## config.mk

```make
export PLATFORM = sky130hd
export DESIGN_NAME = axi_wr_resp_slave
export DESIGN_NICKNAME = d
export VERILOG_FILES = /design/src/hw/wr_resp_pkg.sv /design/src/hw/rr_index_arb.sv /design/src/hw/w_beat_order.sv /design/src/hw/b_id_order.sv /design/src/hw/resp_delay_timer.sv /design/src/hw/wr_entry_table.sv /design/src/hw/axi_wr_resp_slave.sv
export SDC_FILE = /design/constraint.sdc
export NUM_CORES = 1
export LEC_CHECK = 0
export ABC_AREA = 1
export BUFFER_PORTS_ARGS = -buffer_cell sky130_fd_sc_hd__buf_2
export CAP_MARGIN = 20
export CORE_ASPECT_RATIO = 1.25
export CORE_MARGIN = 2
export CORE_UTILIZATION = 30
export CTS_BUF_LIST = sky130_fd_sc_hd__clkbuf_8
export CTS_CLUSTER_DIAMETER = 200
export CTS_CLUSTER_SIZE = 24
export DETAILED_ROUTE_END_ITERATION = 6
export SYNTH_ARGS = -nofsm -noshare
export SYNTH_HDL_FRONTEND = slang
export SYNTH_SLANG_ARGS = --single-unit
```

## constraint.sdc

```tcl
create_clock -name clk -period 12.4 [get_ports clk]
set_input_delay 1.86 -clock clk [delete_from_list [all_inputs] [get_ports clk]]
set_output_delay 1.86 -clock clk [all_outputs]
set_load 0.02 [all_outputs]
```

## src/hw/wr_resp_pkg.sv

```systemverilog
// Shared constants for the write-response model; PTR_W must stay log2 of OUTSTANDING_DEPTH
package wr_resp_pkg;

    // ----------------------------------------------------------------------
    // Table geometry
    // ----------------------------------------------------------------------
    localparam int unsigned OUTSTANDING_DEPTH = 8;
    localparam int unsigned PTR_W             = $clog2(OUTSTANDING_DEPTH);

    // ----------------------------------------------------------------------
    // AXI field widths and response codes
    // ----------------------------------------------------------------------
    localparam int unsigned ID_W   = 4;
    localparam int unsigned USER_W = 4;
    localparam int unsigned RESP_W = 2;

    localparam logic [RESP_W-1:0] RESP_OKAY   = 2'b00;
    localparam logic [RESP_W-1:0] RESP_SLVERR = 2'b10;

    // This ID always answers with SLVERR
    localparam logic [ID_W-1:0] ERR_ID = 4'hF;

    // ----------------------------------------------------------------------
    // Backend latency model
    // ----------------------------------------------------------------------
    // Counter must be wide enough to reach DELAY_MAX minus any ID
    localparam int unsigned            DELAY_CNT_W = 5;
    localparam logic [DELAY_CNT_W-1:0] DELAY_MAX   = 5'd31;

endpackage

```

## src/hw/rr_index_arb.sv

```systemverilog
// Round-robin index picker; with no request set the index is the start position
`timescale 1ns/10ps
module rr_index_arb (
    input  logic                                        clk,
    input  logic                                        rst_n,
    input  logic [wr_resp_pkg::OUTSTANDING_DEPTH-1:0]   req_bits,
    input  logic                                        advance,
    output logic [wr_resp_pkg::PTR_W-1:0]               index
);

    logic [wr_resp_pkg::PTR_W-1:0] start_q;

    // First set request at or after the start position, wrapping around
    always_comb begin
        logic [wr_resp_pkg::PTR_W-1:0] cand;
        logic                          found;
        index = start_q;
        found = 1'b0;
        for (int k = 0; k < wr_resp_pkg::OUTSTANDING_DEPTH; k++) begin
            cand = start_q + k[wr_resp_pkg::PTR_W-1:0];
            if (!found && req_bits[cand]) begin
                index = cand;
                found = 1'b1;
            end
        end
    end

    // The start parks on the current pick so a waiting request keeps
    // its slot; it moves past the pick once the pick is consumed
    always_ff @(posedge clk or negedge rst_n) begin
        if (!rst_n) begin
            start_q <= '0;
        end else if (advance) begin
            start_q <= index + 1'b1;
        end else begin
            start_q <= index;
        end
    end

endmodule

```

## src/hw/w_beat_order.sv

```systemverilog
// W burst to entry mapping in AW order; a W burst must not lead its own AW by a cycle
`timescale 1ns/10ps
module w_beat_order (
    input  logic                          clk,
    input  logic                          rst_n,
    input  logic                          alloc,
    input  logic [wr_resp_pkg::PTR_W-1:0] alloc_ptr,
    input  logic                          beat_last,
    output logic [wr_resp_pkg::PTR_W-1:0] data_ptr
);

    logic [wr_resp_pkg::PTR_W-1:0] ptr_mem [wr_resp_pkg::OUTSTANDING_DEPTH];
    // One extra bit tells full from empty
    logic [wr_resp_pkg::PTR_W:0]   wr_cnt;
    logic [wr_resp_pkg::PTR_W:0]   rd_cnt;
    logic                          empty;
    logic                          pop;

    assign empty = (wr_cnt == rd_cnt);

    // An AW arriving together with the last beat of its burst bypasses the FIFO
    assign pop      = beat_last & (~empty | alloc);
    assign data_ptr = empty ? alloc_ptr : ptr_mem[rd_cnt[wr_resp_pkg::PTR_W-1:0]];

    always_ff @(posedge clk or negedge rst_n) begin
        if (!rst_n) begin
            wr_cnt <= '0;
            rd_cnt <= '0;
        end else begin
            if (alloc) begin
                wr_cnt <= wr_cnt + 1'b1;
            end
            if (pop) begin
                rd_cnt <= rd_cnt + 1'b1;
            end
        end
    end

    // Pointer storage
    always_ff @(posedge clk) begin
        if (alloc) begin
            ptr_mem[wr_cnt[wr_resp_pkg::PTR_W-1:0]] <= alloc_ptr;
        end
    end

endmodule

```

## src/hw/b_id_order.sv

```systemverilog
// Per-ID age tracking; retire must only name an entry that is oldest for its ID
`timescale 1ns/10ps
module b_id_order (
    input  logic                                      clk,
    input  logic                                      rst_n,
    input  logic                                      alloc,
    input  logic [wr_resp_pkg::PTR_W-1:0]             alloc_ptr,
    input  logic [wr_resp_pkg::ID_W-1:0]              awid,
    input  logic                                      retire,
    input  logic [wr_resp_pkg::PTR_W-1:0]             retire_ptr,
    output logic [wr_resp_pkg::OUTSTANDING_DEPTH-1:0] oldest_bits
);

    logic [wr_resp_pkg::ID_W-1:0]              id_q    [wr_resp_pkg::OUTSTANDING_DEPTH];
    logic [wr_resp_pkg::PTR_W-1:0]             older_q [wr_resp_pkg::OUTSTANDING_DEPTH];
    logic [wr_resp_pkg::OUTSTANDING_DEPTH-1:0] vld_q;
    logic [wr_resp_pkg::OUTSTANDING_DEPTH-1:0] alloc_sel;
    logic [wr_resp_pkg::OUTSTANDING_DEPTH-1:0] retire_sel;
    logic [wr_resp_pkg::PTR_W-1:0]             older_init;
    logic [wr_resp_pkg::ID_W-1:0]              retire_id;

    assign alloc_sel  = {{(wr_resp_pkg::OUTSTANDING_DEPTH-1){1'b0}}, alloc} << alloc_ptr;
    assign retire_sel = {{(wr_resp_pkg::OUTSTANDING_DEPTH-1){1'b0}}, retire} << retire_ptr;
    assign retire_id  = id_q[retire_ptr];

    // Live entries with the same ID, not counting one that leaves this cycle
    always_comb begin
        older_init = '0;
        for (int j = 0; j < wr_resp_pkg::OUTSTANDING_DEPTH; j++) begin
            if (vld_q[j] && !retire_sel[j] && (id_q[j] == awid)) begin
                older_init = older_init + 1'b1;
            end
        end
    end

    // ----------------------------------------------------------------------
    // Age counters
    // ----------------------------------------------------------------------
    always_ff @(posedge clk or negedge rst_n) begin
        if (!rst_n) begin
            vld_q <= '0;
            for (int i = 0; i < wr_resp_pkg::OUTSTANDING_DEPTH; i++) begin
                older_q[i] <= '0;
            end
        end else begin
            for (int i = 0; i < wr_resp_pkg::OUTSTANDING_DEPTH; i++) begin
                if (alloc_sel[i]) begin
                    vld_q[i]   <= 1'b1;
                    older_q[i] <= older_init;
                end else if (retire_sel[i]) begin
                    vld_q[i] <= 1'b0;
                end else if (retire && vld_q[i] && (id_q[i] == retire_id)
                             && (older_q[i] != '0)) begin
                    older_q[i] <= older_q[i] - 1'b1;
                end
            end
        end
    end

    always_ff @(posedge clk) begin
        for (int i = 0; i < wr_resp_pkg::OUTSTANDING_DEPTH; i++) begin
            if (alloc_sel[i]) begin
                id_q[i] <= awid;
            end
        end
    end

    always_comb begin
        for (int i = 0; i < wr_resp_pkg::OUTSTANDING_DEPTH; i++) begin
            oldest_bits[i] = vld_q[i] && (older_q[i] == '0);
        end
    end

endmodule

```

## src/hw/resp_delay_timer.sv

```systemverilog
// Backend latency model; an entry's response is ready DELAY_MAX + 1 - ID cycles after its last beat
`timescale 1ns/10ps
module resp_delay_timer (
    input  logic                                      clk,
    input  logic                                      rst_n,
    input  logic                                      burst_done,
    input  logic [wr_resp_pkg::PTR_W-1:0]             data_ptr,
    input  logic [wr_resp_pkg::ID_W-1:0]              entry_ids [wr_resp_pkg::OUTSTANDING_DEPTH],
    output logic [wr_resp_pkg::OUTSTANDING_DEPTH-1:0] resp_ready_bits
);

    logic [wr_resp_pkg::DELAY_CNT_W-1:0]       cnt_q [wr_resp_pkg::OUTSTANDING_DEPTH];
    logic [wr_resp_pkg::OUTSTANDING_DEPTH-1:0] done_sel;

    assign done_sel = {{(wr_resp_pkg::OUTSTANDING_DEPTH-1){1'b0}}, burst_done} << data_ptr;

    // Zero means idle; a finished burst starts its entry at 1
    always_ff @(posedge clk or negedge rst_n) begin
        if (!rst_n) begin
            for (int i = 0; i < wr_resp_pkg::OUTSTANDING_DEPTH; i++) begin
                cnt_q[i] <= '0;
            end
        end else begin
            for (int i = 0; i < wr_resp_pkg::OUTSTANDING_DEPTH; i++) begin
                if (done_sel[i]) begin
                    cnt_q[i] <= {{(wr_resp_pkg::DELAY_CNT_W-1){1'b0}}, 1'b1};
                end else if (cnt_q[i] == wr_resp_pkg::DELAY_MAX) begin
                    cnt_q[i] <= '0;
                end else if (cnt_q[i] != '0) begin
                    cnt_q[i] <= cnt_q[i] + 1'b1;
                end
            end
        end
    end

    // Higher IDs come back sooner
    always_comb begin
        logic [wr_resp_pkg::DELAY_CNT_W-1:0] id_ext;
        for (int i = 0; i < wr_resp_pkg::OUTSTANDING_DEPTH; i++) begin
            id_ext                         = '0;
            id_ext[wr_resp_pkg::ID_W-1:0]  = entry_ids[i];
            resp_ready_bits[i] = (cnt_q[i] != '0)
                                 && (cnt_q[i] == wr_resp_pkg::DELAY_MAX - id_ext);
        end
    end

endmodule

```

## src/hw/wr_entry_table.sv

```systemverilog
// Outstanding write table; an entry is reusable two cycles after its B handshake
`timescale 1ns/10ps
module wr_entry_table (
    input  logic                                      clk,
    input  logic                                      rst_n,
    input  logic                                      awvalid,
    output logic                                      awready,
    input  logic [wr_resp_pkg::ID_W-1:0]              awid,
    input  logic [wr_resp_pkg::USER_W-1:0]            awuser,
    input  logic [wr_resp_pkg::OUTSTANDING_DEPTH-1:0] resp_ready_bits,
    input  logic [wr_resp_pkg::OUTSTANDING_DEPTH-1:0] oldest_bits,
    output logic                                      bvalid,
    input  logic                                      bready,
    output logic [wr_resp_pkg::ID_W-1:0]              bid,
    output logic [wr_resp_pkg::RESP_W-1:0]            bresp,
    output logic [wr_resp_pkg::USER_W-1:0]            buser,
    output logic                                      alloc,
    output logic [wr_resp_pkg::PTR_W-1:0]             alloc_ptr,
    output logic                                      retire,
    output logic [wr_resp_pkg::PTR_W-1:0]             retire_ptr,
    output logic [wr_resp_pkg::ID_W-1:0]              entry_ids [wr_resp_pkg::OUTSTANDING_DEPTH]
);

    logic [wr_resp_pkg::OUTSTANDING_DEPTH-1:0] valid_q;
    logic [wr_resp_pkg::OUTSTANDING_DEPTH-1:0] result_q;
    logic [wr_resp_pkg::OUTSTANDING_DEPTH-1:0] comp_q;
    logic [wr_resp_pkg::OUTSTANDING_DEPTH-1:0] clear_q;
    logic [wr_resp_pkg::OUTSTANDING_DEPTH-1:0] alloc_sel;
    logic [wr_resp_pkg::OUTSTANDING_DEPTH-1:0] retire_sel;
    logic [wr_resp_pkg::OUTSTANDING_DEPTH-1:0] clr_sel;
    logic [wr_resp_pkg::ID_W-1:0]              id_q   [wr_resp_pkg::OUTSTANDING_DEPTH];
    logic [wr_resp_pkg::USER_W-1:0]            user_q [wr_resp_pkg::OUTSTANDING_DEPTH];
    logic [wr_resp_pkg::RESP_W-1:0]            resp_q [wr_resp_pkg::OUTSTANDING_DEPTH];
    logic [wr_resp_pkg::PTR_W-1:0]             clr_ptr;
    logic                                      clr_en;

    // ----------------------------------------------------------------------
    // Pickers
    // ----------------------------------------------------------------------
    rr_index_arb i_free_arb (
        .clk      (clk),
        .rst_n    (rst_n),
        .req_bits (~valid_q),
        .advance  (alloc),
        .index    (alloc_ptr)
    );

    // Only the oldest entry of each ID may answer
    rr_index_arb i_resp_arb (
        .clk      (clk),
        .rst_n    (rst_n),
        .req_bits (result_q & oldest_bits),
        .advance  (retire),
        .index    (retire_ptr)
    );

    rr_index_arb i_clear_arb (
        .clk      (clk),
        .rst_n    (rst_n),
        .req_bits (clear_q),
        .advance  (clr_en),
        .index    (clr_ptr)
    );

    // Nothing is accepted while in reset
    assign awready = rst_n & ~&valid_q;
    assign alloc   = awvalid & awready;
    assign bvalid  = result_q[retire_ptr] & oldest_bits[retire_ptr];
    assign retire  = bvalid & bready;
    assign clr_en  = clear_q[clr_ptr] & valid_q[clr_ptr]
                     & ~result_q[clr_ptr] & ~comp_q[clr_ptr];

    assign alloc_sel  = {{(wr_resp_pkg::OUTSTANDING_DEPTH-1){1'b0}}, alloc} << alloc_ptr;
    assign retire_sel = {{(wr_resp_pkg::OUTSTANDING_DEPTH-1){1'b0}}, retire} << retire_ptr;
    assign clr_sel    = {{(wr_resp_pkg::OUTSTANDING_DEPTH-1){1'b0}}, clr_en} << clr_ptr;

    // ----------------------------------------------------------------------
    // Entry flags
    // ----------------------------------------------------------------------
    always_ff @(posedge clk or negedge rst_n) begin
        if (!rst_n) begin
            valid_q  <= '0;
            result_q <= '0;
            comp_q   <= '0;
            clear_q  <= '0;
        end else begin
            for (int i = 0; i < wr_resp_pkg::OUTSTANDING_DEPTH; i++) begin
                if (alloc_sel[i]) begin
                    valid_q[i] <= 1'b1;
                end else if (clr_sel[i]) begin
                    valid_q[i] <= 1'b0;
                end
                // Result pending from the ready pulse until the B handshake
                if (alloc_sel[i]) begin
                    result_q[i] <= 1'b0;
                end else if (resp_ready_bits[i] && valid_q[i]) begin
                    result_q[i] <= 1'b1;
                end else if (retire_sel[i]) begin
                    result_q[i] <= 1'b0;
                end
                if (alloc_sel[i]) begin
                    comp_q[i] <= 1'b1;
                end else if (retire_sel[i]) begin
                    comp_q[i] <= 1'b0;
                end
                clear_q[i] <= valid_q[i] & ~result_q[i] & ~comp_q[i];
            end
        end
    end

    // Stored AW fields and the response code
    always_ff @(posedge clk) begin
        for (int i = 0; i < wr_resp_pkg::OUTSTANDING_DEPTH; i++) begin
            if (alloc_sel[i]) begin
                id_q[i]   <= awid;
                user_q[i] <= awuser;
            end
            if (resp_ready_bits[i]) begin
                resp_q[i] <= (id_q[i] == wr_resp_pkg::ERR_ID) ? wr_resp_pkg::RESP_SLVERR
                                                              : wr_resp_pkg::RESP_OKAY;
            end
        end
    end

    assign entry_ids = id_q;
    assign bid       = id_q[retire_ptr];
    assign bresp     = resp_q[retire_ptr];
    assign buser     = user_q[retire_ptr];

endmodule

```

## src/hw/axi_wr_resp_slave.sv

```systemverilog
// AXI write-side slave model; W data is accepted and discarded, only B carries results
`timescale 1ns/10ps
module axi_wr_resp_slave (
    input  logic                               clk,
    input  logic                               rst_n,
    input  logic                               awvalid,
    output logic                               awready,
    input  logic [wr_resp_pkg::ID_W-1:0]       awid,
    input  logic [wr_resp_pkg::USER_W-1:0]     awuser,
    input  logic                               wvalid,
    output logic                               wready,
    input  logic                               wlast,
    output logic                               bvalid,
    input  logic                               bready,
    output logic [wr_resp_pkg::ID_W-1:0]       bid,
    output logic [wr_resp_pkg::RESP_W-1:0]     bresp,
    output logic [wr_resp_pkg::USER_W-1:0]     buser
);

    logic                                      alloc;
    logic [wr_resp_pkg::PTR_W-1:0]             alloc_ptr;
    logic                                      retire;
    logic [wr_resp_pkg::PTR_W-1:0]             retire_ptr;
    logic [wr_resp_pkg::PTR_W-1:0]             data_ptr;
    logic                                      beat_last;
    logic [wr_resp_pkg::OUTSTANDING_DEPTH-1:0] resp_ready_bits;
    logic [wr_resp_pkg::OUTSTANDING_DEPTH-1:0] oldest_bits;
    logic [wr_resp_pkg::ID_W-1:0]              entry_ids [wr_resp_pkg::OUTSTANDING_DEPTH];

    // W never stalls
    assign wready    = 1'b1;
    assign beat_last = wvalid & wlast;

    wr_entry_table i_wr_entry_table (
        .clk             (clk),
        .rst_n           (rst_n),
        .awvalid         (awvalid),
        .awready         (awready),
        .awid            (awid),
        .awuser          (awuser),
        .resp_ready_bits (resp_ready_bits),
        .oldest_bits     (oldest_bits),
        .bvalid          (bvalid),
        .bready          (bready),
        .bid             (bid),
        .bresp           (bresp),
        .buser           (buser),
        .alloc           (alloc),
        .alloc_ptr       (alloc_ptr),
        .retire          (retire),
        .retire_ptr      (retire_ptr),
        .entry_ids       (entry_ids)
    );

    w_beat_order i_w_beat_order (
        .clk       (clk),
        .rst_n     (rst_n),
        .alloc     (alloc),
        .alloc_ptr (alloc_ptr),
        .beat_last (beat_last),
        .data_ptr  (data_ptr)
    );

    b_id_order i_b_id_order (
        .clk         (clk),
        .rst_n       (rst_n),
        .alloc       (alloc),
        .alloc_ptr   (alloc_ptr),
        .awid        (awid),
        .retire      (retire),
        .retire_ptr  (retire_ptr),
        .oldest_bits (oldest_bits)
    );

    resp_delay_timer i_resp_delay_timer (
        .clk             (clk),
        .rst_n           (rst_n),
        .burst_done      (beat_last),
        .data_ptr        (data_ptr),
        .entry_ids       (entry_ids),
        .resp_ready_bits (resp_ready_bits)
    );

endmodule

```

==> results.cfg <==
[timing]
setup_viol = 0
min_period_over_period = 0.705
relSlewSlack = 0.322
worst_slew_pin_slew_ns = 1.01
max_freq_ghz = 0.114
rsz0062_at_grt = false
hold_viol_final = 0
drv_slew = 0
skew_ns = 0.0468
min_period_ns = 8.74
setup_tns_ns = 0

[global_routing]
grt_pass1_vias = 11600
grtUsageTotal = 0.163
grt-ovfl-total = 0
grt_max_degree = 65
antenna_found_initial = 0
grt_pass1_wl_um = 62700

[die]
io_pins = 27
die_w_um = 199
core-area_sq_mm = 0.0470
die_h_um = 247
initial_utilization = 0.302
dieArea_sq_mm = 0.0491
rows = 89

[routing]
maxUsedRoutingLayer = met4
dr_wl_met3_um = 1820
ant_nets = 0
num_vias = 12100
drt_pass1_iterations = 5
drt_iter0_drc = 911
wl_met1_um = 16400
met2WireLength_um = 19500
drt_wl_total_um = 39800
drcViolationCount = 0
wire_per_inst_um = 16.2
viasPerCell = 4.93

[clock_network]
hold_buffers = 0
cts.clk_slew.worst_paths_ns = 0.17
cts_sinks = 209
cts-root-buf = clkbuf_8
cts-buffers-inserted = 12
clk_latency_ns = 0.57
post_cts_resized = 0
cts_setup_buffers = 0
htreeDepth = 1
clockBufferDepth = 3
cts_tree = done

[worst_setup_path]
cp_slowest_cell = dfrtp_1
cp_max_fo = 19
crit_family = simple AND/OR/NAND/NOR gates
rrSetupSlack_ns = 3.66
path_buf_inv = 10
slowest_delay_ns = 0.62
cp.required_ns = 12.84
criticalPathCategory = flip-flop to flip-flop
endpoint_kind = flip-flop
path_common_cell = nand2_1
startpoint_type = flip-flop
worstReg2RegStart = i_wr_entry_table.i_resp_arb.start_q[0]
critPathArrivalTime_ns = 9.17
critPathLaunch = i_wr_entry_table.i_resp_arb.start_q[0]

[final_layout]
fin_cells = 2456
finalNetCount = 1890
area_growth_pct = 6.83
layout-drive-gt1-share = 0.0776
layout_commonest_cell = nand2_1
layout_common_cells = 392 x nand2_1, 250 x inv_1, 176 x nor2_1

[synthesis]
synth_cell_types = 65
syn_area_sq_mm = 0.0142
netlist_instances = 1806
seq_area_frac_synth = 0.402
synthesis.nets = 1884
ys_ff_latch = 209
synth.avg_cell_area_sq_um = 7.87
synth.yosys.warnings = 0

[power_and_ir_drop]
vdd.ir_drop.worst_mv = 0.109
p_leak_nw = 6.94
pwr-share-clk = 0.200
power_frac_seq = 0.539
comb_power_share = 0.261
p_sw_frac = 0.345
total_power_mw = 1.63
p_switching_mw = 0.560
p_per_area_mw_per_mm2 = 107
p_int_mw = 1.07

[flow_run]
maxCapViolCount = 0

[place]
port_buffers = 24
place_inst = 2435
dp_hpwl_um = 30300
gp_congestion = 0.951

[status]
status = finished clean

[min_path]
holdCritPathClass = flip-flop to flip-flop
worstHoldStart = i_w_beat_order.wr_cnt[3]
==> Yosys cell counts (all sizes together) <==
library cell  number  area [sq um]
a221oi            18           158
a211oi             4          30.0
ha                64           801
o221ai             5          43.8
conb               2          7.51
nand3            155           861
clkbuf            15          56.3
o211ai            15           113
nor3              43           236
o41ai              1          8.76
o22ai             10          62.6
a22oi             13           118
a21oi             57           300
a31oi              3          18.8
edfxtp            96          2880
nand3b             1          7.51
a21o               1          7.51
o31ai              1          7.51
nand4             20           131
and2               4          25.0
inv              258           973
nor3b              7          52.6
xnor2             27           244
o211a              1          10.0
nor2             186           742
nor4              16           106
o2111ai            6          93.8
clkinv             2          7.51
nand2            418          1670
xor2              66           612
o21ai            131           678
and3               1          6.26
dfrtp            113          2830
buf               25           165
o21a               9          67.6
or2               12          75.1
==> per-stage QoR <==
stage	utilization	hold slack, ns	cell area, sq um	setup WS, ns
final	0.323	0.495	15200	3.66
after global routing	0.323	0.533	15200	2.83
after CTS	0.323	0.501	15200	3.75
after detailed placement	0.318	0.463	15000	3.82
after global placement	0.318	0.464	15000	4.14
after floorplan	-	0.429	14200	5.15
==> per-layer routing <==
layer | global-route usage | vias up
met5 | 0 | -
met4 | 0.0797 | 0
met3 | 0.0175 | 94
met2 | 0.290 | 339
met1 | 0.194 | 5719
li1 | - | 5963
==> path summary, 6_finish.rpt <==
path | to | cells past startpoint
setup reg to reg | i_b_id_order.older_q[11] | 56
max in group asynchronous | i_resp_delay_timer.cnt_q[38] | 2
min in group asynchronous | i_b_id_order.older_q[15] | 1
hold reg to reg | i_w_beat_order.wr_cnt[3] | 1
setup / recovery | i_b_id_order.older_q[11] | 56
hold / removal | i_w_beat_order.wr_cnt[3] | 1
==> sequential cells by signal, indices dropped and copies added, names as in the netlist <==
signal,count
i_b_id_order.id_q,32
i_wr_entry_table.comp_q,7
i_wr_entry_table.i_resp_arb.start_q,3
i_wr_entry_table.result_q,8
i_w_beat_order.rd_cnt,4
i_wr_entry_table.resp_q,8
i_wr_entry_table.i_free_arb.start_q,3
i_w_beat_order.wr_cnt,4
i_w_beat_order.ptr_mem,24
i_b_id_order.vld_q,1
i_wr_entry_table.i_clear_arb.start_q,3
i_wr_entry_table.valid_q,8
i_resp_delay_timer.cnt_q,40
i_b_id_order.older_q,24
i_wr_entry_table.user_q,32
i_wr_entry_table.clear_q,8
==> power groups by stage <==
stage          clock [mW]  sequential, mW  combinational [mW]
3_3_place_gp            0           0.891               0.412
6_report            0.326           0.877               0.424
5_1_grt             0.359           0.891               0.499
2_1_floorplan           0           0.869               0.340
4_1_cts             0.337           0.877               0.428
3_5_place_dp            0           0.892               0.425
==> area by class of cell <==
class,instances,area [sq um]
multi-input cells,1297,7290
fillers,5066,31800
inverters,260,981
repair buffers,32,183
clock inverters,7,31.3
well taps,637,797
diodes,1,2.50
clock buffers,13,179
flip-flops and latches,209,5710
==> logic make-up after synthesis <==
kind of cell | count (synthesis) | share of synthesized area
flops | 209 | 0.402
simple gates | 863 | 0.275
compound gates | 275 | 0.121
xor+xnor | 93 | 0.0602
buf+inv | 300 | 0.0846
other cells | 2 | 0.000529
fa+ha+maj | 64 | 0.0564
(Power assumes the default switching activity.)
